[src/include/ls_local_defs.svh]
/*
 * Size macros for the local data memory path.
 */

`ifndef LS_LOCAL_DEFS_SVH
`define LS_LOCAL_DEFS_SVH

// Log2 of the number of 64-bit RAM rows.
`define LS_MEM_DEPTH_LOG2 9

// Floating-point register width.
// The RAM row and load result are this wide as well.
`define LS_FLEN 64

`endif
[src/hdl/ls_local_pkg.sv]
/*
 * Operation enum and packed access structs shared by the
 * load/store path and its testbench.
 */

`include "ls_local_defs.svh"

package ls_local_pkg;

    // Memory operations, as decoded upstream.
    typedef enum logic [3:0] {
        LS_LB  = 4'd0,
        LS_LH  = 4'd1,
        LS_LW  = 4'd2,
        LS_LBU = 4'd3,
        LS_LHU = 4'd4,
        LS_SB  = 4'd5,
        LS_SH  = 4'd6,
        LS_SW  = 4'd7,
        LS_FLW = 4'd8,
        LS_FSW = 4'd9,
        LS_FLD = 4'd10,
        LS_FSD = 4'd11
    } ls_op_e;

    // Incoming request.
    typedef struct packed {
        ls_op_e              op;
        logic [31:0]         addr;
        logic [31:0]         data;
        logic [`LS_FLEN-1:0] fp_data;
    } ls_request_t;

    // Access signals as the sub-unit sees them.
    typedef struct packed {
        logic [31:0]         addr;
        logic                load;
        logic                we;
        logic [3:0]          be;       // Byte enables within one word.
        logic                is_float;
        logic                is_single;
        logic [31:0]         data_in;  // Already lane-aligned.
        logic [`LS_FLEN-1:0] fp_data_in;
    } data_access_shared_inputs_t;

    // Write strobes.
    // Word writes the half picked by word_sel; both writes the whole row.
    typedef struct packed {
        logic both;
        logic word;
    } mem_we_t;

    // Master-to-RAM bundle.
    typedef struct packed {
        logic [`LS_MEM_DEPTH_LOG2-1:0] addr;
        logic                          en;
        mem_we_t                       we;
        logic                          word_sel;
        logic [3:0]                    be;
        logic [`LS_FLEN-1:0]           data_in;
    } local_mem_port_t;

    // Pending load attributes.
    typedef struct packed {
        ls_op_e     op;
        logic [2:0] offset;
    } load_info_t;

endpackage

[src/hdl/load_formatter.sv]
/*
 * Load result formatter.
 * Lane select, sign/zero extension and single NaN-boxing.
 */

`timescale 1ns/10ps

`include "ls_local_defs.svh"

module load_formatter (
    input  logic                                     clk,
    input  logic                                     rst,
    input  logic                                     new_request,
    input  ls_local_pkg::data_access_shared_inputs_t ls_inputs,
    input  logic                                     data_valid,
    input  logic [`LS_FLEN-1:0]                      sub_unit_data,
    output logic [`LS_FLEN-1:0]                      load_data
);

    import ls_local_pkg::*;

    load_info_t info;
    ls_op_e op_in;
    logic [31:0] word;
    logic [7:0] byte_val;
    logic [15:0] half_val;
    logic [`LS_FLEN-1:0] formatted;

    // Load opcode carried in the data field of a load.
    assign op_in = ls_op_e'(ls_inputs.data_in[3:0]);

    // Pending load capture.
    always_ff @(posedge clk) begin
        if (rst) begin
            info <= '0;
        end else if (new_request && ls_inputs.load) begin
            info.op <= op_in;
            info.offset <= ls_inputs.addr[2:0];
        end
    end

    // Offset 0 word sits in the upper half.
    assign word = info.offset[2] ? sub_unit_data[31:0] : sub_unit_data[63:32];
    assign byte_val = word[info.offset[1:0]*8 +: 8];
    assign half_val = info.offset[1] ? word[31:16] : word[15:0];

    always_comb begin
        case (info.op)
            LS_LB:   formatted = {{56{byte_val[7]}}, byte_val};
            LS_LBU:  formatted = {56'b0, byte_val};
            LS_LH:   formatted = {{48{half_val[15]}}, half_val};
            LS_LHU:  formatted = {48'b0, half_val};
            LS_LW:   formatted = {{32{word[31]}}, word};
            LS_FLW:  formatted = {32'hffff_ffff, word};  // NaN-box.
            LS_FLD:  formatted = sub_unit_data;
            default: formatted = '0;
        endcase
    end

    // Quiet between pulses.
    assign load_data = data_valid ? formatted : '0;

endmodule

[config.mk]
export PLATFORM = sky130hd
export DESIGN_NAME = load_formatter
export DESIGN_NICKNAME = d
export VERILOG_FILES = /design/src/hdl/ls_local_pkg.sv /design/src/hdl/load_formatter.sv
export VERILOG_INCLUDE_DIRS = /design/src /design/src/include
export SDC_FILE = /design/constraint.sdc
export NUM_CORES = 1
export LEC_CHECK = 0
export BUFFER_PORTS_ARGS = -buffer_cell sky130_fd_sc_hd__buf_2
export CAP_MARGIN = 40
export CORE_AREA = 4 4 101 103
export DETAILED_ROUTE_END_ITERATION = 16
export DIE_AREA = 0 0 105 107
export SLEW_MARGIN = 10
export SYNTH_ARGS = -nofsm -noshare
export SYNTH_HDL_FRONTEND = slang
export SYNTH_SLANG_ARGS = --single-unit
[constraint.sdc]
create_clock -name clk -period 1.63 [get_ports clk]
set_input_delay 0 -clock clk [delete_from_list [all_inputs] [get_ports clk]]
set_output_delay 0 -clock clk [all_outputs]
set_load 0.05 [all_outputs]
==> results.md <==
- Final core occ: 0.5257
- FF-to-FF path depth: 3
- Worst EP required: 1.63 ns
- Largest net degree at the start of global routing: 33
- Peak Freq: 474.8 MHz
- Clk network pwr share: 0.078
- Tot GR Track Use: 0.2085
- CTS root buffer: clkbuf_8
- Setup Skew: 0 ns
- Max cap viols: 0
- Library cells used by synthesis: 38
- Reg area: 150.1 um2
- Synthesized Nets: 496
- Pre-CTS setup slack: -0.3272 ns
- Period utilization: 1.292
- Drt pass-1 iters: 5
- # clock sinks: 7
- Final net count: 657
- Biggest register: info
- Clock transition at the registers of the reported paths: 0.04 ns
- Vias in the first global route: 3287
- GRT overflow: 0
- Max_slew headroom: 0.7570
- Comb pwr share: 0.863
- Pwr per Cell Area: 654.8 nW/um2
- Kind of critical path: reg -> out
- Starting DRT DRC Count: 204
- Average routed wire per standard cell: 22.20 um
- YS warnings: 0
- Type of destination of the critical path: output port
- Layout cells sized above 1: 0.6681
- Seq pwr share: 0.060
- Worst setup margin: -0.4760 ns
- P_sw: 1686 uW
- Port buffer count: 139
- Max reg flops: 7
- Post-synth EDFFs: 0
- Worst hold-check path type: in -> reg
- DRC: 0
- DR vias/cell: 5.681
- Largest regs: info: 7 flops
- Clk buf depth: 2
- Hold WS: 0.01631 ns
- P_leak: 0.001745 uW
- Top FF cell, synth: dfxtp_1
- CTS H-tree depth: 1
- First-pass GRT wire length: 18560 um
- CP Data Arrival Time: 2.11 ns
- Via count: 3210
- TritonCTS Buffers: 3
- RSZ-0062 raised after global routing: yes
- Critical Path Start Type: register
- Fin crit period: 2.106 ns
- Num rows: 35
- Post-route design area: 4835 um2
- Filler Cells Inserted: 822
- Area grow syn2layout: 111.0%
- Final setup viols: 64
- Num ports: 268
- Die area: 11240 um2
- Crit path max fanout: 6
- Core area: 9196 um2
- Placed wire-length estimate: 9416 um
- CTS tree: yes
- Sequential area share after synthesis: 0.06117
- Gpl congestion: 0.9142
- Synthesis-stage register bit count: 7
- Worst Hold Path Cells: 2
- Initial antenna violation count: 5
- Post-Syn Area: 2291 um2
- VDD IR max: 486.9 uV
- Initial Util: 0.2491
- Post-synth ARST share: 0
- Final WL: 12540 um
- Die Height: 107 um
- Post-Synthesis Cells: 292
- Clk Latency, worst-skew pair: 0.22 ns
- Max-slew violations: 0
- Multi-input logic area: 2615 um2
- Placed inst area: 4094 um2
- Net Sw Frac: 0.5325
- Run status: finished, violations left
- P_int: 1480 uW
- Die Wd: 105 um
- Syn_area_per_cell: 7.846 um2
- Final Hold Vio Count: 0
- Failing checks: negative setup slack
- Worst Tran Pin Value: 0.3644 ns
- Final ANT Viol Nets: 0
[timing repair]
| item | 4_1_cts | 5_1_grt |
|---|---|---|
| gates cloned | 4 | 3 |
| pin swaps | 3 | 11 |
| setup buffers | 6 | 2 |
| setup endpoints to repair | 64 | 64 |
| hold buffers | 0 | 0 |
| gates resized for setup | 109 | 44 |
[kinds of logic after synthesis]
family	count (synthesis)	synth area share
mux	18	0.1759
flops	7	0.06117
compound gates	182	0.5483
simple gates	39	0.09285
buf+inv	43	0.1103
xor+xnor	3	0.01147
[per-stage QoR]
stage	setup TNS (ns)	total power, uW	cells
2_1_floorplan	-5.967	1866	292
5_1_grt	-31.01	3286	564
3_3_place_gp	-15.26	2383	546
4_1_cts	-29.06	3051	560
3_5_place_dp	-17.33	2404	546
6_report	-27.17	3166	565
[routing by layer]
metal  GRT usage  part of all wire  vias to the layer above
met3     0.05539             0.097                       18
met2      0.3501              0.49                      162
met4     0.03655             0.011                        8
li1            -                 -                     1475
met1      0.2717              0.40                     1547
met5           0            0.0043                        -
[worst max-delay path: stages, from the launching register on]
cell and delay [ns]:
dfxtp_4 0.35, mux4_2 0.50, and3b_2 0.26, a21oi_4 0.16, buf_12 0.18, clkbuf_16 0.19
a21oi_4 0.06, buf_8 0.16
[power groups by stage]
stage / sequential [uW] / combinational [uW] / clock (uW)
finish: 189 / 2730 / 246
detailed placement: 192 / 2210 / 0
floorplan: 190 / 1680 / 0
global route: 190 / 2830 / 264
CTS: 189 / 2610 / 251
global placement: 192 / 2190 / 0
[synthesized netlist by cell type (2+ instances only)]
cell type | n | area (um2)
a31oi_1 | 8 | 50.05
buf_6 | 6 | 67.56
clkbuf_1 | 11 | 41.29
nor3_1 | 2 | 10.01
nand2_1 | 16 | 60.06
buf_4 | 3 | 22.52
nand3_1 | 7 | 35.03
mux2i_1 | 2 | 20.02
o21ai_0 | 33 | 165.2
a22oi_1 | 39 | 292.8
xnor2_1 | 2 | 17.52
buf_1 | 2 | 7.510
buf_2 | 19 | 95.09
mux4_2 | 10 | 225.2
nor2_1 | 2 | 7.510
a21oi_2 | 31 | 271.5
or3_1 | 2 | 12.51
a21oi_1 | 35 | 175.2
dfxtp_1 | 7 | 140.1
mux4_1 | 6 | 157.7
a21o_1 | 32 | 240.2
[path summary, 6_finish.rpt]
check | from | slack (ns) | end
max | info[2] | -0.48 | load_data[59]
min | rst | 0.02 | info[2]
max reg2reg | info[4] | 0.82 | info[4]
min reg2reg | info[0] | 0.51 | info[0]
[cell type report]
cell class | count | area share
Antenna cell | 2 | 0.001035
Clock buffer | 4 | 0.009317
Inverter | 1 | 0.0007764
Multi-Input combinational cell | 242 | 0.5409
Sequential cell | 7 | 0.03106
Tap cell | 111 | 0.02873
Timing Repair Buffer | 198 | 0.3882
[placed cells by master (no fill, tap or decap), types with 7 or more instances in the layout]
master	n
a21o_1	32
a21oi_1	9
a21oi_4	58
a22oi_1	32
a22oi_2	7
a31oi_4	9
buf_12	15
buf_2	76
buf_4	35
buf_6	60
mux4_2	15
nand2_1	16
nand3_1	7
o21ai_0	32
Note: power is estimated with default switching activity, not from simulation.
