File: src/include/ls_local_defs.svh
/*
 * Size macros for the local data memory path.
 */

`ifndef LS_LOCAL_DEFS_SVH
`define LS_LOCAL_DEFS_SVH

// Log2 of the number of 64-bit RAM rows.
`define LS_MEM_DEPTH_LOG2 9

// Floating-point register width.
// The RAM row and load result are this wide as well.
`define LS_FLEN 64

`endif
File: src/hdl/ls_local_pkg.sv
/*
 * Operation enum and packed access structs shared by the
 * load/store path and its testbench.
 */

`include "ls_local_defs.svh"

package ls_local_pkg;

    // Memory operations, as decoded upstream.
    typedef enum logic [3:0] {
        LS_LB  = 4'd0,
        LS_LH  = 4'd1,
        LS_LW  = 4'd2,
        LS_LBU = 4'd3,
        LS_LHU = 4'd4,
        LS_SB  = 4'd5,
        LS_SH  = 4'd6,
        LS_SW  = 4'd7,
        LS_FLW = 4'd8,
        LS_FSW = 4'd9,
        LS_FLD = 4'd10,
        LS_FSD = 4'd11
    } ls_op_e;

    // Incoming request.
    typedef struct packed {
        ls_op_e              op;
        logic [31:0]         addr;
        logic [31:0]         data;
        logic [`LS_FLEN-1:0] fp_data;
    } ls_request_t;

    // Access signals as the sub-unit sees them.
    typedef struct packed {
        logic [31:0]         addr;
        logic                load;
        logic                we;
        logic [3:0]          be;       // Byte enables within one word.
        logic                is_float;
        logic                is_single;
        logic [31:0]         data_in;  // Already lane-aligned.
        logic [`LS_FLEN-1:0] fp_data_in;
    } data_access_shared_inputs_t;

    // Write strobes.
    // Word writes the half picked by word_sel; both writes the whole row.
    typedef struct packed {
        logic both;
        logic word;
    } mem_we_t;

    // Master-to-RAM bundle.
    typedef struct packed {
        logic [`LS_MEM_DEPTH_LOG2-1:0] addr;
        logic                          en;
        mem_we_t                       we;
        logic                          word_sel;
        logic [3:0]                    be;
        logic [`LS_FLEN-1:0]           data_in;
    } local_mem_port_t;

    // Pending load attributes.
    typedef struct packed {
        ls_op_e     op;
        logic [2:0] offset;
    } load_info_t;

endpackage

File: src/hdl/fp_dbram.sv
/*
 * Float-capable local RAM sub-unit adapter.
 * Maps access signals onto the RAM port and fixes double word order.
 */

`timescale 1ns/10ps

`include "ls_local_defs.svh"

module fp_dbram (
    input  logic                                     clk,
    input  logic                                     rst,
    input  logic                                     new_request,
    input  ls_local_pkg::data_access_shared_inputs_t ls_inputs,
    output logic                                     data_valid,
    output logic [`LS_FLEN-1:0]                      sub_unit_data,
    output ls_local_pkg::local_mem_port_t            mem_port,
    input  logic [`LS_FLEN-1:0]                      mem_rdata
);

    import ls_local_pkg::*;

    logic is_double;
    logic [31:0] word_data;
    logic [`LS_FLEN-1:0] swapped_fp_data;
    logic double_read;

    assign is_double = ls_inputs.is_float & ~ls_inputs.is_single;

    // Double keeps its low word at offset 0, which is the row's upper half.
    assign swapped_fp_data = {ls_inputs.fp_data_in[31:0], ls_inputs.fp_data_in[63:32]};

    // Integer or single word to store.
    assign word_data = ls_inputs.is_float ? ls_inputs.fp_data_in[31:0] : ls_inputs.data_in;

    always_comb begin
        mem_port.addr = ls_inputs.addr[3 +: `LS_MEM_DEPTH_LOG2];
        mem_port.en = new_request;
        mem_port.word_sel = ls_inputs.addr[2];
        mem_port.be = ls_inputs.be;
        mem_port.we.both = ls_inputs.we & is_double;
        mem_port.we.word = ls_inputs.we & ~is_double;

        // Offset 0 lives in bits 63:32.
        if (is_double)
            mem_port.data_in = swapped_fp_data;
        else if (ls_inputs.addr[2])
            mem_port.data_in = {32'b0, word_data};
        else
            mem_port.data_in = {word_data, 32'b0};
    end

    // Always ready.
    // Valid one cycle after a load strobe.
    always_ff @(posedge clk) begin
        if (rst) begin
            data_valid <= 1'b0;
            double_read <= 1'b0;
        end else begin
            data_valid <= new_request & ls_inputs.load;
            double_read <= new_request & ls_inputs.load & is_double;
        end
    end

    // Undo the swap for doubles.
    // Word reads pass the raw row to the formatter.
    assign sub_unit_data = double_read ? {mem_rdata[31:0], mem_rdata[63:32]} : mem_rdata;

endmodule

File: config.mk
export PLATFORM = sky130hd
export DESIGN_NAME = fp_dbram
export DESIGN_NICKNAME = d
export VERILOG_FILES = /design/src/hdl/ls_local_pkg.sv /design/src/hdl/fp_dbram.sv
export VERILOG_INCLUDE_DIRS = /design/src /design/src/include
export SDC_FILE = /design/constraint.sdc
export NUM_CORES = 1
export LEC_CHECK = 0
export BUFFER_PORTS_ARGS = -buffer_cell sky130_fd_sc_hd__clkbuf_2
export CORE_AREA = 3 3 136 138
export CTS_BUF_LIST = sky130_fd_sc_hd__clkbuf_16
export CTS_CLUSTER_SIZE = 12
export DETAILED_ROUTE_END_ITERATION = 6
export DIE_AREA = 0 0 139 141
export GPL_ROUTABILITY_DRIVEN = 1
export SYNTH_ARGS = -nofsm -noshare
export SYNTH_HDL_FRONTEND = slang
export SYNTH_SLANG_ARGS = --single-unit
File: constraint.sdc
create_clock -name clk -period 1.5 [get_ports clk]
set_clock_uncertainty 0.05 [all_clocks]
set_input_delay 0.15 -clock clk [delete_from_list [all_inputs] [get_ports clk]]
set_output_delay 0.15 -clock clk [all_outputs]
set_load 0.05 [all_outputs]
==> summary.txt <==
Outcome
  – Status: finished with violations
  – Failing checks: negative setup slack

Setup path
  – Critical Path End: sub_unit_data[60]
  – CP max stage cell: dfxtp_4
  – Worst Setup End Kind: output port
  – WP data required: 1.30 ns
  – Kind of critical path: reg2out
  – Data arrival, critical path: 1.38 ns
  – Slowest stage delay, CP: 0.38 ns
  – Crit path from: double_read$_SDFF_PP0_
  – Cells along the critical path: buf_12 > clkbuf_16 > mux2_4 > buf_8
  – Largest fanout on the critical path: 6
  – Startpoint types: flip-flop

Yosys
  – Number of synthesized register bits: 2
  – Post-Syn Instances: 290
  – Synth top area share: 33.0%
  – Synth Area in Compound Gates: 30.7%
  – XOR/XNOR Fraction of Synth Area: 0%
  – Distinct cells, synth: 21
  – Post-Syn Area: 2180 um2
  – Synth Area in Simple Gates: 19.1%
  – Post-synthesis adder-cell area fraction: 0%
  – Main combinational cell family by area after synthesis: multiplexers
  – Post-Syn Nets: 493
  – Avg Inst Size Synth: 7.53 um2
  – Seq/Total Area, Yosys: 1.83%
  – Area leader, netlist: mux2_2
  – Synth area leaders: mux2_2 33%, a32o_1 14%, buf_4 8.9%
  – Synth warnings: 0
  – Multiplexer area fraction after synthesis: 33.0%

GRT
  – First-pass GRT wire length: 19,700 um
  – Largest net degree at the start of global routing: 61
  – Vias in the first global route: 3,558
  – Total Routing Usage GR: 12.6%
  – Gr ovfl total: 0
  – Number of antenna violations at the first check in global routing: 1

Floorplan
  – Initial core utilization: 12.6%
  – Top Ports: 349
  – Chip width: 139 um
  – Die height: 141 um
  – Die area: 19,600 um2
  – Core Area: 17,300 um2
  – Row count: 48

Placed design
  – RD Place Congestion: 0.769
  – Post-DP Area: 4270 um2
  – HPWL Detailed: 11,100 um
  – Port bufs: 300

Power
  – Power density cells: 565 nW/um2
  – Lkg Pwr: 2.43 nW
  – VDD IR-drop max: 0.947 mV

Timing
  – Fin crit share: 105%
  – Setup WS post-layout: -0.0788 ns
  – Final Setup Violations: 58
  – Fmax: 0.633 GHz
  – Max-slew violations: 0
  – Worst rel slew slack: 77.3%
  – Tmin final: 1.58 ns
  – RSZ-0062 raised after global routing: yes
  – Final hold vios: 0
  – Tightest Pin Transition: 0.339 ns

Clocking
  – Worst-path clk slew: 0.03 ns
  – CTS Buf Count: 3
  – Clock net sink count: 2
  – CTS root buffer: clkbuf_16
  – CTS tree: done
  – Clock Path Buffers: 2
  – Htree depth: 1

Finish
  – Area grow syn2layout: 136%
  – Layout cell share with drive strength beyond 1: 71.4%
  – ANT cells: 0
  – Final nets: 768
  – Final instance area: 5150 um2
  – Utilization after layout: 29.8%

Routing
  – Per-cell routed wire length: 17.7 um
  – DRT iter0 DRCs: 94
  – DRC Markers: 0
  – Total Wirelength: 13,900 um
  – Post-route ant nets: 0
  – DR pass1 iterations: 4
  – Via count: 3,566
  – Vias per cell: 4.53

Hold path
  – Worst hold path type: in2reg

Job
  – Max-Cap Viols: 0
[metal layers]
layer / vias to the layer above / share of wire [%] / GRT usage, %
li1: 1657 / - / -
met1: 1649 / 39 / 14.8
met2: 239 / 48 / 22.8
met3: 19 / 11 / 4.55
met4: 2 / 1.6 / 1.08
met5: - / 0.093 / 0
[sequential cells by signal, summed over array words and instances (netlist names)]
register,cells
data_valid,1
double_read,1
[cell type report]
cell class | instances | area (um2)
Clock buffer | 3 | 75.1
Fill cell | 1800 | 12100
Inverter | 3 | 11.3
Multi-Input combinational cell | 232 | 2010
Sequential cell | 2 | 43.8
Tap cell | 225 | 282
Timing Repair Buffer | 323 | 2730
[worst min path at each step]
stage	from	end	slack, ns	depth (start not counted)
finish	rst	double_read$_SDFF_PP0_	0.06	2
global route	rst	double_read$_SDFF_PP0_	0.06	2
CTS	rst	double_read$_SDFF_PP0_	0.06	2
detailed placement	ls_inputs[107]	mem_port[72]	0.25	0
global placement	ls_inputs[107]	mem_port[72]	0.25	0
floorplan	rst	data_valid$_SDFF_PP0_	0.17	1
[logic make-up after synthesis]
family / Yosys count
buffers and inverters: 56
flip-flops: 2
AND/OR/NAND/NOR: 74
multiplexers: 64
AO/OA/AOI/OAI: 94
[cell usage after synthesis]
master,instances
a21oi_1,30
o211ai_1,2
nor3_1,1
clkbuf_1,3
a32o_1,30
a31o_2,2
mux2_2,64
nand2b_1,31
inv_1,3
buf_1,2
buf_4,26
dfxtp_1,2
buf_2,22
nand3_1,30
and2_1,1
a31oi_1,30
nor2_1,3
nand3b_1,2
nand2_1,2
nor3b_1,2
nand4_1,2
[critical path, delay by kind of cell, from the launching register on]
kind,cells,cell delay [ns]
buf+inv,3,0.45
flops,1,0.38
mux,1,0.32
[layout by cell type, fill, tap and decap left out, drive strengths merged, types with 2 or more instances in the layout]
cell type	Yosys	final
a21oi	30	30
a31o	2	2
a31oi	30	30
a32o	30	30
buf	50	89
clkbuf	3	237
dfxtp	2	2
inv	3	3
mux2	64	64
nand2	2	2
nand2b	31	31
nand3	30	30
nand3b	2	2
nand4	2	2
nor2	3	3
nor3b	2	2
o211ai	2	2
[repair_timing]
action	4_1_cts	5_1_grt
resized for setup	120	83
gates cloned	2	2
buffers inserted	1	0
hold buffers	0	0
setup endpoints to repair	64	106
[stage by stage]
step / hold slack [ns] / instances / setup slack [ns] / TNS (ns) / total power, mW
floorplan: 0.172 / 290 / -0.125 / -3.01 / 1.51
global placement: 0.250 / 780 / 0.0220 / 0 / 2.25
detailed placement: 0.250 / 780 / 0.00710 / 0 / 2.25
CTS: 0.0565 / 786 / -0.103 / -3.26 / 2.82
global route: 0.0632 / 788 / -0.103 / -4.11 / 3.03
finish: 0.0575 / 788 / -0.0788 / -2.65 / 2.91
[report_power, final]
group / internal, mW / switching [mW] / total [mW] / leakage (nW)
clock: 0.340 / 0.0655 / 0.405 / 0.0370
combinational: 0.967 / 1.48 / 2.45 / 2.37
sequential: 0.0537 / 0.00129 / 0.0550 / 0.0171
total: 1.36 / 1.55 / 2.91 / 2.43
Note: power is estimated with default switching activity, not from simulation.
