<file path="config.mk">
export PLATFORM = sky130hd
export DESIGN_NAME = ls_request_decode
export DESIGN_NICKNAME = d
export VERILOG_FILES = /design/src/hdl/ls_local_pkg.sv /design/src/hdl/ls_request_decode.sv
export VERILOG_INCLUDE_DIRS = /design/src /design/src/include
export SDC_FILE = /design/constraint.sdc
export NUM_CORES = 1
export LEC_CHECK = 0
export ABC_CLOCK_PERIOD_IN_PS = 2580
export BUFFER_PORTS_ARGS = -buffer_cell sky130_fd_sc_hd__buf_2
export CORE_AREA = 2 2 104 106
export DETAILED_ROUTE_END_ITERATION = 7
export DIE_AREA = 0 0 106 108
export MAX_ROUTING_LAYER = met4
export PLACE_DENSITY_LB_ADDON = 0.08
export SLEW_MARGIN = 20
export SYNTH_ARGS = -nofsm -noshare
export SYNTH_HDL_FRONTEND = slang
export SYNTH_SLANG_ARGS = --single-unit
</file>
<file path="constraint.sdc">
create_clock -name vclk -period 2.58
set_input_delay 0.774 -clock vclk [all_inputs]
set_output_delay 0.774 -clock vclk [all_outputs]
set_load 0.05 [all_outputs]
</file>
<file path="src/include/ls_local_defs.svh">
/*
 * Size macros for the local data memory path.
 */

`ifndef LS_LOCAL_DEFS_SVH
`define LS_LOCAL_DEFS_SVH

// Log2 of the number of 64-bit RAM rows.
`define LS_MEM_DEPTH_LOG2 9

// Floating-point register width.
// The RAM row and load result are this wide as well.
`define LS_FLEN 64

`endif
</file>
<file path="src/hdl/ls_local_pkg.sv">
/*
 * Operation enum and packed access structs shared by the
 * load/store path and its testbench.
 */

`include "ls_local_defs.svh"

package ls_local_pkg;

    // Memory operations, as decoded upstream.
    typedef enum logic [3:0] {
        LS_LB  = 4'd0,
        LS_LH  = 4'd1,
        LS_LW  = 4'd2,
        LS_LBU = 4'd3,
        LS_LHU = 4'd4,
        LS_SB  = 4'd5,
        LS_SH  = 4'd6,
        LS_SW  = 4'd7,
        LS_FLW = 4'd8,
        LS_FSW = 4'd9,
        LS_FLD = 4'd10,
        LS_FSD = 4'd11
    } ls_op_e;

    // Incoming request.
    typedef struct packed {
        ls_op_e              op;
        logic [31:0]         addr;
        logic [31:0]         data;
        logic [`LS_FLEN-1:0] fp_data;
    } ls_request_t;

    // Access signals as the sub-unit sees them.
    typedef struct packed {
        logic [31:0]         addr;
        logic                load;
        logic                we;
        logic [3:0]          be;       // Byte enables within one word.
        logic                is_float;
        logic                is_single;
        logic [31:0]         data_in;  // Already lane-aligned.
        logic [`LS_FLEN-1:0] fp_data_in;
    } data_access_shared_inputs_t;

    // Write strobes.
    // Word writes the half picked by word_sel; both writes the whole row.
    typedef struct packed {
        logic both;
        logic word;
    } mem_we_t;

    // Master-to-RAM bundle.
    typedef struct packed {
        logic [`LS_MEM_DEPTH_LOG2-1:0] addr;
        logic                          en;
        mem_we_t                       we;
        logic                          word_sel;
        logic [3:0]                    be;
        logic [`LS_FLEN-1:0]           data_in;
    } local_mem_port_t;

    // Pending load attributes.
    typedef struct packed {
        ls_op_e     op;
        logic [2:0] offset;
    } load_info_t;

endpackage

</file>
<file path="src/hdl/ls_request_decode.sv">
/*
 * Request decoder: operation classification, byte enables
 * and lane-aligned store data.
 */

`timescale 1ns/10ps

module ls_request_decode (
    input  ls_local_pkg::ls_request_t                request,
    output ls_local_pkg::data_access_shared_inputs_t ls_inputs
);

    import ls_local_pkg::*;

    logic is_byte;
    logic is_half;
    logic [3:0] byte_be;
    logic [3:0] half_be;

    // Access size from the operation.
    // Anything not byte or half is a full word (or double).
    always_comb begin
        is_byte = 1'b0;
        is_half = 1'b0;
        case (request.op)
            LS_LB, LS_LBU, LS_SB: is_byte = 1'b1;
            LS_LH, LS_LHU, LS_SH: is_half = 1'b1;
            default: ;
        endcase
    end

    // Lane enables within the word.
    assign byte_be = 4'b0001 << request.addr[1:0];
    assign half_be = request.addr[1] ? 4'b1100 : 4'b0011;

    always_comb begin
        ls_inputs = '0;
        ls_inputs.addr = request.addr;

        // Load, store and float class.
        case (request.op)
            LS_LB, LS_LH, LS_LW, LS_LBU, LS_LHU: begin
                ls_inputs.load = 1'b1;
            end
            LS_SB, LS_SH, LS_SW: begin
                ls_inputs.we = 1'b1;
            end
            LS_FLW: begin
                ls_inputs.load = 1'b1;
                ls_inputs.is_float = 1'b1;
                ls_inputs.is_single = 1'b1;
            end
            LS_FSW: begin
                ls_inputs.we = 1'b1;
                ls_inputs.is_float = 1'b1;
                ls_inputs.is_single = 1'b1;
            end
            LS_FLD: begin
                ls_inputs.load = 1'b1;
                ls_inputs.is_float = 1'b1;
            end
            LS_FSD: begin
                ls_inputs.we = 1'b1;
                ls_inputs.is_float = 1'b1;
            end
            default: ;
        endcase

        // Byte enables and replicated integer store data.
        if (is_byte) begin
            ls_inputs.be = byte_be;
            ls_inputs.data_in = {4{request.data[7:0]}};
        end else if (is_half) begin
            ls_inputs.be = half_be;
            ls_inputs.data_in = {2{request.data[15:0]}};
        end else begin
            ls_inputs.be = 4'b1111;
            ls_inputs.data_in = request.data;
        end

        // Loads have no store data.
        // The operation code rides in data_in for the formatter.
        if (ls_inputs.load)
            ls_inputs.data_in = {28'b0, request.op};

        // Single goes in the low 32 bits; double uses all of it.
        if (ls_inputs.is_single)
            ls_inputs.fp_data_in = {32'b0, request.fp_data[31:0]};
        else
            ls_inputs.fp_data_in = request.fp_data;
    end

endmodule

</file>
==> results of run 1 <==
[final cells by class]
cell class,instances,area (um^2)
inverters,11,41.3
well taps,136,170
fillers,1074,6660
multi-input cells,161,1780
repair buffers,187,1580
[metal layers]
layer  vias to the layer above  track usage  routed length [um]
li1                       1040            -                   -
met1                      1016        0.164                3210
met2                        77        0.234                4100
met3                         8       0.0187                 380
met4                         0       0.0160                  47
met5                         -            -                   0
[through the flow]
step / utilization / area (um^2) / worst slack [ns] / cells / total power [mW]
2_1_floorplan: - / 2160 / -0.562 / 253 / 0.866
3_3_place_gp: 0.276 / 2830 / -0.283 / 488 / 0.853
3_5_place_dp: 0.276 / 2830 / -0.296 / 488 / 0.854
4_1_cts: 0.338 / 3450 / -0.128 / 494 / 1.01
5_1_grt: 0.349 / 3570 / -0.164 / 495 / 1.07
6_report: 0.349 / 3570 / -0.119 / 495 / 1.02
[power by group through the flow]
stage	combinational [mW]	sequential, mW	clock [mW]
global route	1.07	0	0
CTS	1.01	0	0
floorplan	0.866	0	0
finish	1.02	0	0
detailed placement	0.854	0	0
global placement	0.853	0	0
[path summary, 6_finish.rpt]
check                 slack [ns]  cells after the start          from              to
worst max-delay path       -0.12                      6  request[130]   ls_inputs[74]
worst min-delay path        1.55                      0   request[98]  ls_inputs[106]
[cells by family (layout without fill, tap and decap cells)]
logic type / count (synthesis) / after routing / share of synthesized area
mux: 9 / 9 / 0.0538
fa+ha+maj: 1 / 1 / 0.00590
buf+inv: 92 / 198 / 0.354
xor+xnor: 1 / 1 / 0.00516
simple gates: 78 / 78 / 0.281
compound gates: 72 / 72 / 0.301
[placed cells by master, fill, tap and decap left out, types with 9 or more instances in the layout]
cell type   n
and2b_1    11
buf_6      55
buf_4      25
o21ai_0    17
buf_2      89
buf_12      9
inv_1      10
nand3_1     9
nand2_1    11
nor2b_2    15
a22oi_2    16
[timing repair]
item / in CTS / in global routing
gates resized for setup: 164 / 24
endpoints found under the setup margin: 71 / 55
gates cloned: 3 / 0
buffers inserted: 3 / 1
pin swaps: 11 / 8
==> results.json, run 1 <==
{
  "p_leak_nw": 1.59,
  "start_util": 0.166,
  "crit_family": "buffers and inverters",
  "post-dp-hpwl_um": 6120,
  "avgViaCountPerCell": 4.33,
  "p_comb_frac": 1.000,
  "crit_type": "input pin to primary output",
  "core_area_um2": 10200,
  "yosys.area.top_type": "buf_4",
  "synth.cell_area_um2": 1700,
  "antennaDiodeCount": 0,
  "first_pass_iters": 3,
  "power_switching_mw": 0.605,
  "clock_buffers": 0,
  "critPathArrivalTime_ns": 1.92,
  "drc": 0,
  "cp_max_fo": 8,
  "tightest_slew_ns": 0.399,
  "grt_max_degree": 18,
  "seqPwrFrac": 0,
  "grt_pass1_vias": 2279,
  "io_pins": 268,
  "fin_crit_sh": 1.05,
  "rsz0062_at_grt": "yes",
  "drv_slew": 0,
  "avgSynthCellArea_um2": 6.71,
  "max_cap_viol_count": 0,
  "required_ns": 1.81,
  "cp-end-kind": "primary output",
  "fin_nets": 493,
  "ff_latch_area_um2": 0,
  "ctsHoldBuffers": 0,
  "wl_per_cell_um": 15.6,
  "drive_gt1_frac": 0.774,
  "irDropWorstVdd_v": 0.000110,
  "yosysSeqAreaShare": 0,
  "gr-usage-all-layers": 0.132,
  "ant_nets": 0,
  "syn_inst": 253,
  "power.share.switching": 0.592,
  "die_area_um2": 11400,
  "setup_tns_ns": -2.45,
  "slew_headroom": 0.733,
  "synth_cell_types": 33,
  "yosysWarnings": 0,
  "rows": 37,
  "synth_area_leaders": "buf_4 (29%), nor2b_1 (9.2%), o21ai_0 (8.8%)",
  "setup_violations": 45,
  "globalRoute.totalOverflow": 0,
  "post-route-min-period_ns": 2.70,
  "synth_nets": 385,
  "p_int_mw": 0.417,
  "drt_first_iter_violations": 44,
  "wl_um": 7740,
  "vias": 2141,
  "whs_ns": 1.55,
  "crit_top_cell": "buf_12",
  "slowest_delay_ns": 0.23,
  "status": "finished with violations",
  "power_density_nw_per_um2": 286,
  "fp.dieH_um": 108,
  "dieWidth_um": 106,
  "p_clk_frac": 0,
  "gp_congestion": 0.734,
  "cp-start-kind": "input pin",
  "critPathSlowestCell": "o21ba_4",
  "antenna_found_initial": 0,
  "crit_path_cell_trace": "buf_12, o21ba_4, a211oi_4, buf_12, mux2i_2, buf_6",
  "area_growth_pct": 110,
  "synth.most_common_cell": "buf_4",
  "worst-path-buf-inv": 3,
  "fin_ws_ns": -0.119,
  "violations": "setup timing",
  "port_buffers": 144,
  "grt_pass1_wl_um": 12100,
  "seq_cell_count": 0,
  "hold_path.class": "input pin to primary output",
  "hold_viol_final": 0,
  "synth_top_area_share": 0.287,
  "fmax_mhz": 371,
  "synth.top_cells.by_count": "buf_4 (65), o21ai_0 (30), nor2b_1 (25)"
}
No activity file was read; power rests on OpenSTA's default activity.
==> run 2: changes to the inputs <==
- MAX_ROUTING_LAYER: met4 -> not set
==> run 2 against run 1 <==
Against the previous run:
- the flow still finishes with violations (setup timing)
- critical path depth did not move
- utilization did not move
- sequential cell count did not move
- die area did not move
- wire length fell by 0.25%
- global-route usage fell by 0.37 points
- cell count did not move
- via count barely moved
- design area did not move
- clock-buffer cell count did not move
- critical endpoint is now ls_inputs[76]
- worst setup slack improved by 0.0025 ns
==> results.json, run 2 (synthesis gave the netlist of run 1 again) <==
{
  "slew_headroom": 0.733,
  "post-dp-hpwl_um": 6120,
  "fin_util": 0.349,
  "gr-usage-all-layers": 0.128,
  "start_util": 0.166,
  "final_cell_mix": "buf_2 (89), buf_6 (55), buf_4 (25), o21ai_0 (17), a22oi_2 (16)",
  "grt_pass1_wl_um": 12100,
  "avgViaCountPerCell": 4.33,
  "cp-start-kind": "input pin",
  "layout_commonest_cell": "buf_2",
  "power.total_mw": 1.02,
  "area_growth_pct": 110,
  "ant_nets": 0,
  "p_clk_frac": 0,
  "io_pins": 268,
  "antenna_found_initial": 0,
  "fin_ws_ns": -0.116,
  "violations": "setup timing",
  "first_pass_iters": 3,
  "grt_max_degree": 18,
  "drive_gt1_frac": 0.774,
  "antennaDiodeCount": 0,
  "wl_per_cell_um": 15.6,
  "power_switching_mw": 0.605,
  "drt_first_iter_violations": 46,
  "grt_pass1_vias": 2277,
  "hold_path.class": "input pin to primary output",
  "wl_um": 7720,
  "rows": 37,
  "fin_nets": 493,
  "drc": 0,
  "fillers": 1074,
  "die_area_um2": 11400,
  "dieWidth_um": 106,
  "ff_latch_area_um2": 0,
  "clock_buffers": 0,
  "power_density_nw_per_um2": 286,
  "max_cap_viol_count": 0,
  "setup_tns_ns": -2.42,
  "required_ns": 1.81,
  "whs_ns": 1.55,
  "setup_violations": 45,
  "cp-end-kind": "primary output",
  "cp_max_fo": 8,
  "drv_slew": 0,
  "post-place-ws_ns": -0.296,
  "gp_congestion": 0.725,
  "rsz0062_at_grt": "yes",
  "p_int_mw": 0.417,
  "p_leak_nw": 1.59,
  "fin_crit_sh": 1.05,
  "p_comb_frac": 1.000,
  "core_area_um2": 10200,
  "status": "finished with violations",
  "hold_viol_final": 0,
  "crit_type": "input pin to primary output",
  "fp.dieH_um": 108,
  "post-route-min-period_ns": 2.70,
  "fmax_mhz": 371,
  "port_buffers": 144,
  "globalRoute.totalOverflow": 0,
  "critPathArrivalTime_ns": 1.92,
  "vias": 2142,
  "power.share.switching": 0.592,
  "seqPwrFrac": 0,
  "tightest_slew_ns": 0.399,
  "irDropWorstVdd_v": 0.000110,
  "seq_cell_count": 0
}
## run 2: cell counts in the layout (fill, tap and decap cells not counted)
Identical to the previous run, type by type.
## run 2: final cells by class
class / count / area [um^2] / share of cell area
inverters: 11 / 41.3 / 0.0116
multi-input cells: 161 / 1780 / 0.498
well taps: 136 / 170 / 0.0477
repair buffers: 187 / 1580 / 0.442
## run 2: per-layer routing
| layer | wire length (um) | GRT usage | vias to the layer above |
|---|---|---|---|
| met5 | 0 | 0 | - |
| met4 | 47 | 0.0160 | 0 |
| met3 | 386 | 0.0193 | 8 |
| met2 | 4090 | 0.234 | 77 |
| met1 | 3190 | 0.164 | 1015 |
| li1 | - | - | 1042 |
## run 2: repair_timing
| action | 4_1_cts | 5_1_grt |
|---|---|---|
| resized for setup | 164 | 24 |
| setup buffers | 3 | 1 |
| cloned | 3 | 0 |
| pin swaps | 11 | 8 |
| endpoints found under the setup margin | 71 | 55 |
| hold buffers | 0 | 0 |
## run 2: final timing paths
kind	from	endpoint	slack (ns)	depth (start not counted)
max	request[130]	ls_inputs[76]	-0.12	6
min	request[98]	ls_inputs[106]	1.55	0
## run 2: power by group through the flow
stage	sequential (mW)	combinational, mW	clock [mW]
CTS	0	1.01	0
global route	0	1.07	0
global placement	0	0.853	0
finish	0	1.02	0
floorplan	0	0.866	0
detailed placement	0	0.854	0
## run 2: worst max-delay path, stage by stage
cell      delay [ns]
buf_12          0.12
o21ba_4         0.23
a211oi_4        0.19
buf_12          0.18
mux2i_2         0.23
buf_6           0.18
## run 2: per-stage QoR
stage	area [um^2]	instances
4_1_cts	3450	494
3_5_place_dp	2830	488
2_1_floorplan	2160	253
6_report	3570	495
5_1_grt	3570	495
3_3_place_gp	2830	488
==> run 3: changes to the inputs <==
- ABC_CLOCK_PERIOD_IN_PS: 2580 -> 2700
- CORE_AREA: 2 2 104 106 -> 2 2 105 107
- DIE_AREA: 0 0 106 108 -> 0 0 107 109
- clock period: 2.58 -> 2.7 ns (I/O delays scaled with it)
==> run 3 against run 2 <==
Against the previous run:
- the flow still finishes with violations (setup timing)
- total power is 4.4% lower
- critical endpoint is now ls_inputs[74]
- critical path type unchanged
- design area is 0.35% higher
- utilization is 1.1 points lower
- sequential share of layout area stayed put
==> results.json, run 3 (synthesis gave the netlist of run 1 again) <==
{
  "cp-end-kind": "primary output",
  "hold_path.class": "input pin to primary output",
  "slew_headroom": 0.777,
  "gr-usage-all-layers": 0.121,
  "globalRoute.totalOverflow": 0,
  "violations": "setup timing",
  "power_density_nw_per_um2": 273,
  "setup_tns_ns": -2.01,
  "cp_max_fo": 6,
  "max_cap_viol_count": 0,
  "grt_pass1_vias": 2106,
  "drt_first_iter_violations": 52,
  "core_area_um2": 10600,
  "crit_type": "input pin to primary output",
  "post-route-min-period_ns": 2.82,
  "rsz0062_at_grt": "yes",
  "post-place-ws_ns": -0.374,
  "seq_cell_count": 0,
  "layout_commonest_cell": "buf_2",
  "ant_nets": 0,
  "rows": 38,
  "grt_pass1_wl_um": 11500,
  "start_util": 0.160,
  "fin_crit_sh": 1.04,
  "fin_ws_ns": -0.119,
  "avgViaCountPerCell": 4.29,
  "grt_max_degree": 19,
  "cp-start-kind": "input pin",
  "die_area_um2": 11700,
  "io_pins": 268,
  "fp.dieH_um": 109,
  "power.total_mw": 0.976,
  "irDropWorstVdd_v": 0.000131,
  "fin_nets": 499,
  "critPathArrivalTime_ns": 2.01,
  "first_pass_iters": 4,
  "antennaDiodeCount": 0,
  "port_buffers": 144,
  "drv_slew": 0,
  "required_ns": 1.89,
  "hold_viol_final": 0,
  "wl_per_cell_um": 15.4,
  "clock_buffers": 0,
  "p_leak_nw": 1.58,
  "vias": 2164,
  "fin_util": 0.338,
  "tightest_slew_ns": 0.332,
  "ctsHoldBuffers": 0,
  "gp_congestion": 0.716,
  "fmax_mhz": 355,
  "antenna_found_initial": 0,
  "wl_um": 7790,
  "setup_violations": 41,
  "area_growth_pct": 111,
  "whs_ns": 1.62,
  "drc": 0,
  "status": "finished with violations",
  "post-dp-hpwl_um": 6260,
  "drive_gt1_frac": 0.745,
  "final_cell_mix": "buf_2 (75), buf_6 (71), buf_4 (34), nor2b_2 (20), o21ai_0 (16)",
  "ff_latch_area_um2": 0,
  "dieWidth_um": 107
}
[run 3: cell count changes in the layout (fill, tap and decap cells not counted), moves of 2 or more]
cell      previous run  this run
a22oi_1              0         5
buf_2               89        75
nor2b_4              7         1
buf_4               25        34
a22oi_2             16        11
nand2b_1             0         2
buf_6               55        71
nand2b_4             2         0
nor2b_2             15        20
buf_8                7         2
o21ai_1              5        11
o21ai_2              7         2
[run 3: critical path: stages]
cell      delay (ns)
buf_12          0.11
o21ba_4         0.22
a211oi_4        0.25
buf_6           0.19
mux2i_2         0.24
buf_6           0.19
[run 3: final timing paths]
path / startpoint / endpoint / slack, ns / cells after the start
max: request[130] / ls_inputs[74] / -0.12 / 6
min: request[99] / ls_inputs[107] / 1.62 / 0
[run 3: layer usage]
metal / vias up / global-route usage / routed length [um]
li1: 1060 / - / -
met2: 66 / 0.217 / 4100
met3: 20 / 0.0155 / 457
met5: - / 0 / 0
met1: 1018 / 0.159 / 3170
met4: 0 / 0.0158 / 68
[run 3: stage by stage]
step	cell area, um^2	instances
2_1_floorplan	2150	253
3_3_place_gp	2860	497
3_5_place_dp	2860	497
4_1_cts	3450	502
5_1_grt	3580	505
6_report	3580	505
[run 3: final cells by class]
class	instances	area (um^2)
Fill cell	1138	7020
Inverter	11	46.3
Multi-Input combinational cell	161	1670
Tap cell	140	175
Timing Repair Buffer	193	1690
[run 3: where the power goes]
group	leakage [nW]	switching (mW)	internal (mW)
logic	1.58	0.574	0.403
clock network	0	0	0
registers	0	0	0
total	1.58	0.574	0.403
[run 3: repair_timing]
item | CTS | global route
gates resized for setup | 168 | 30
buffers inserted | 4 | 1
gates cloned | 1 | 2
pin swaps | 10 | 8
endpoints found under the setup margin | 71 | 70
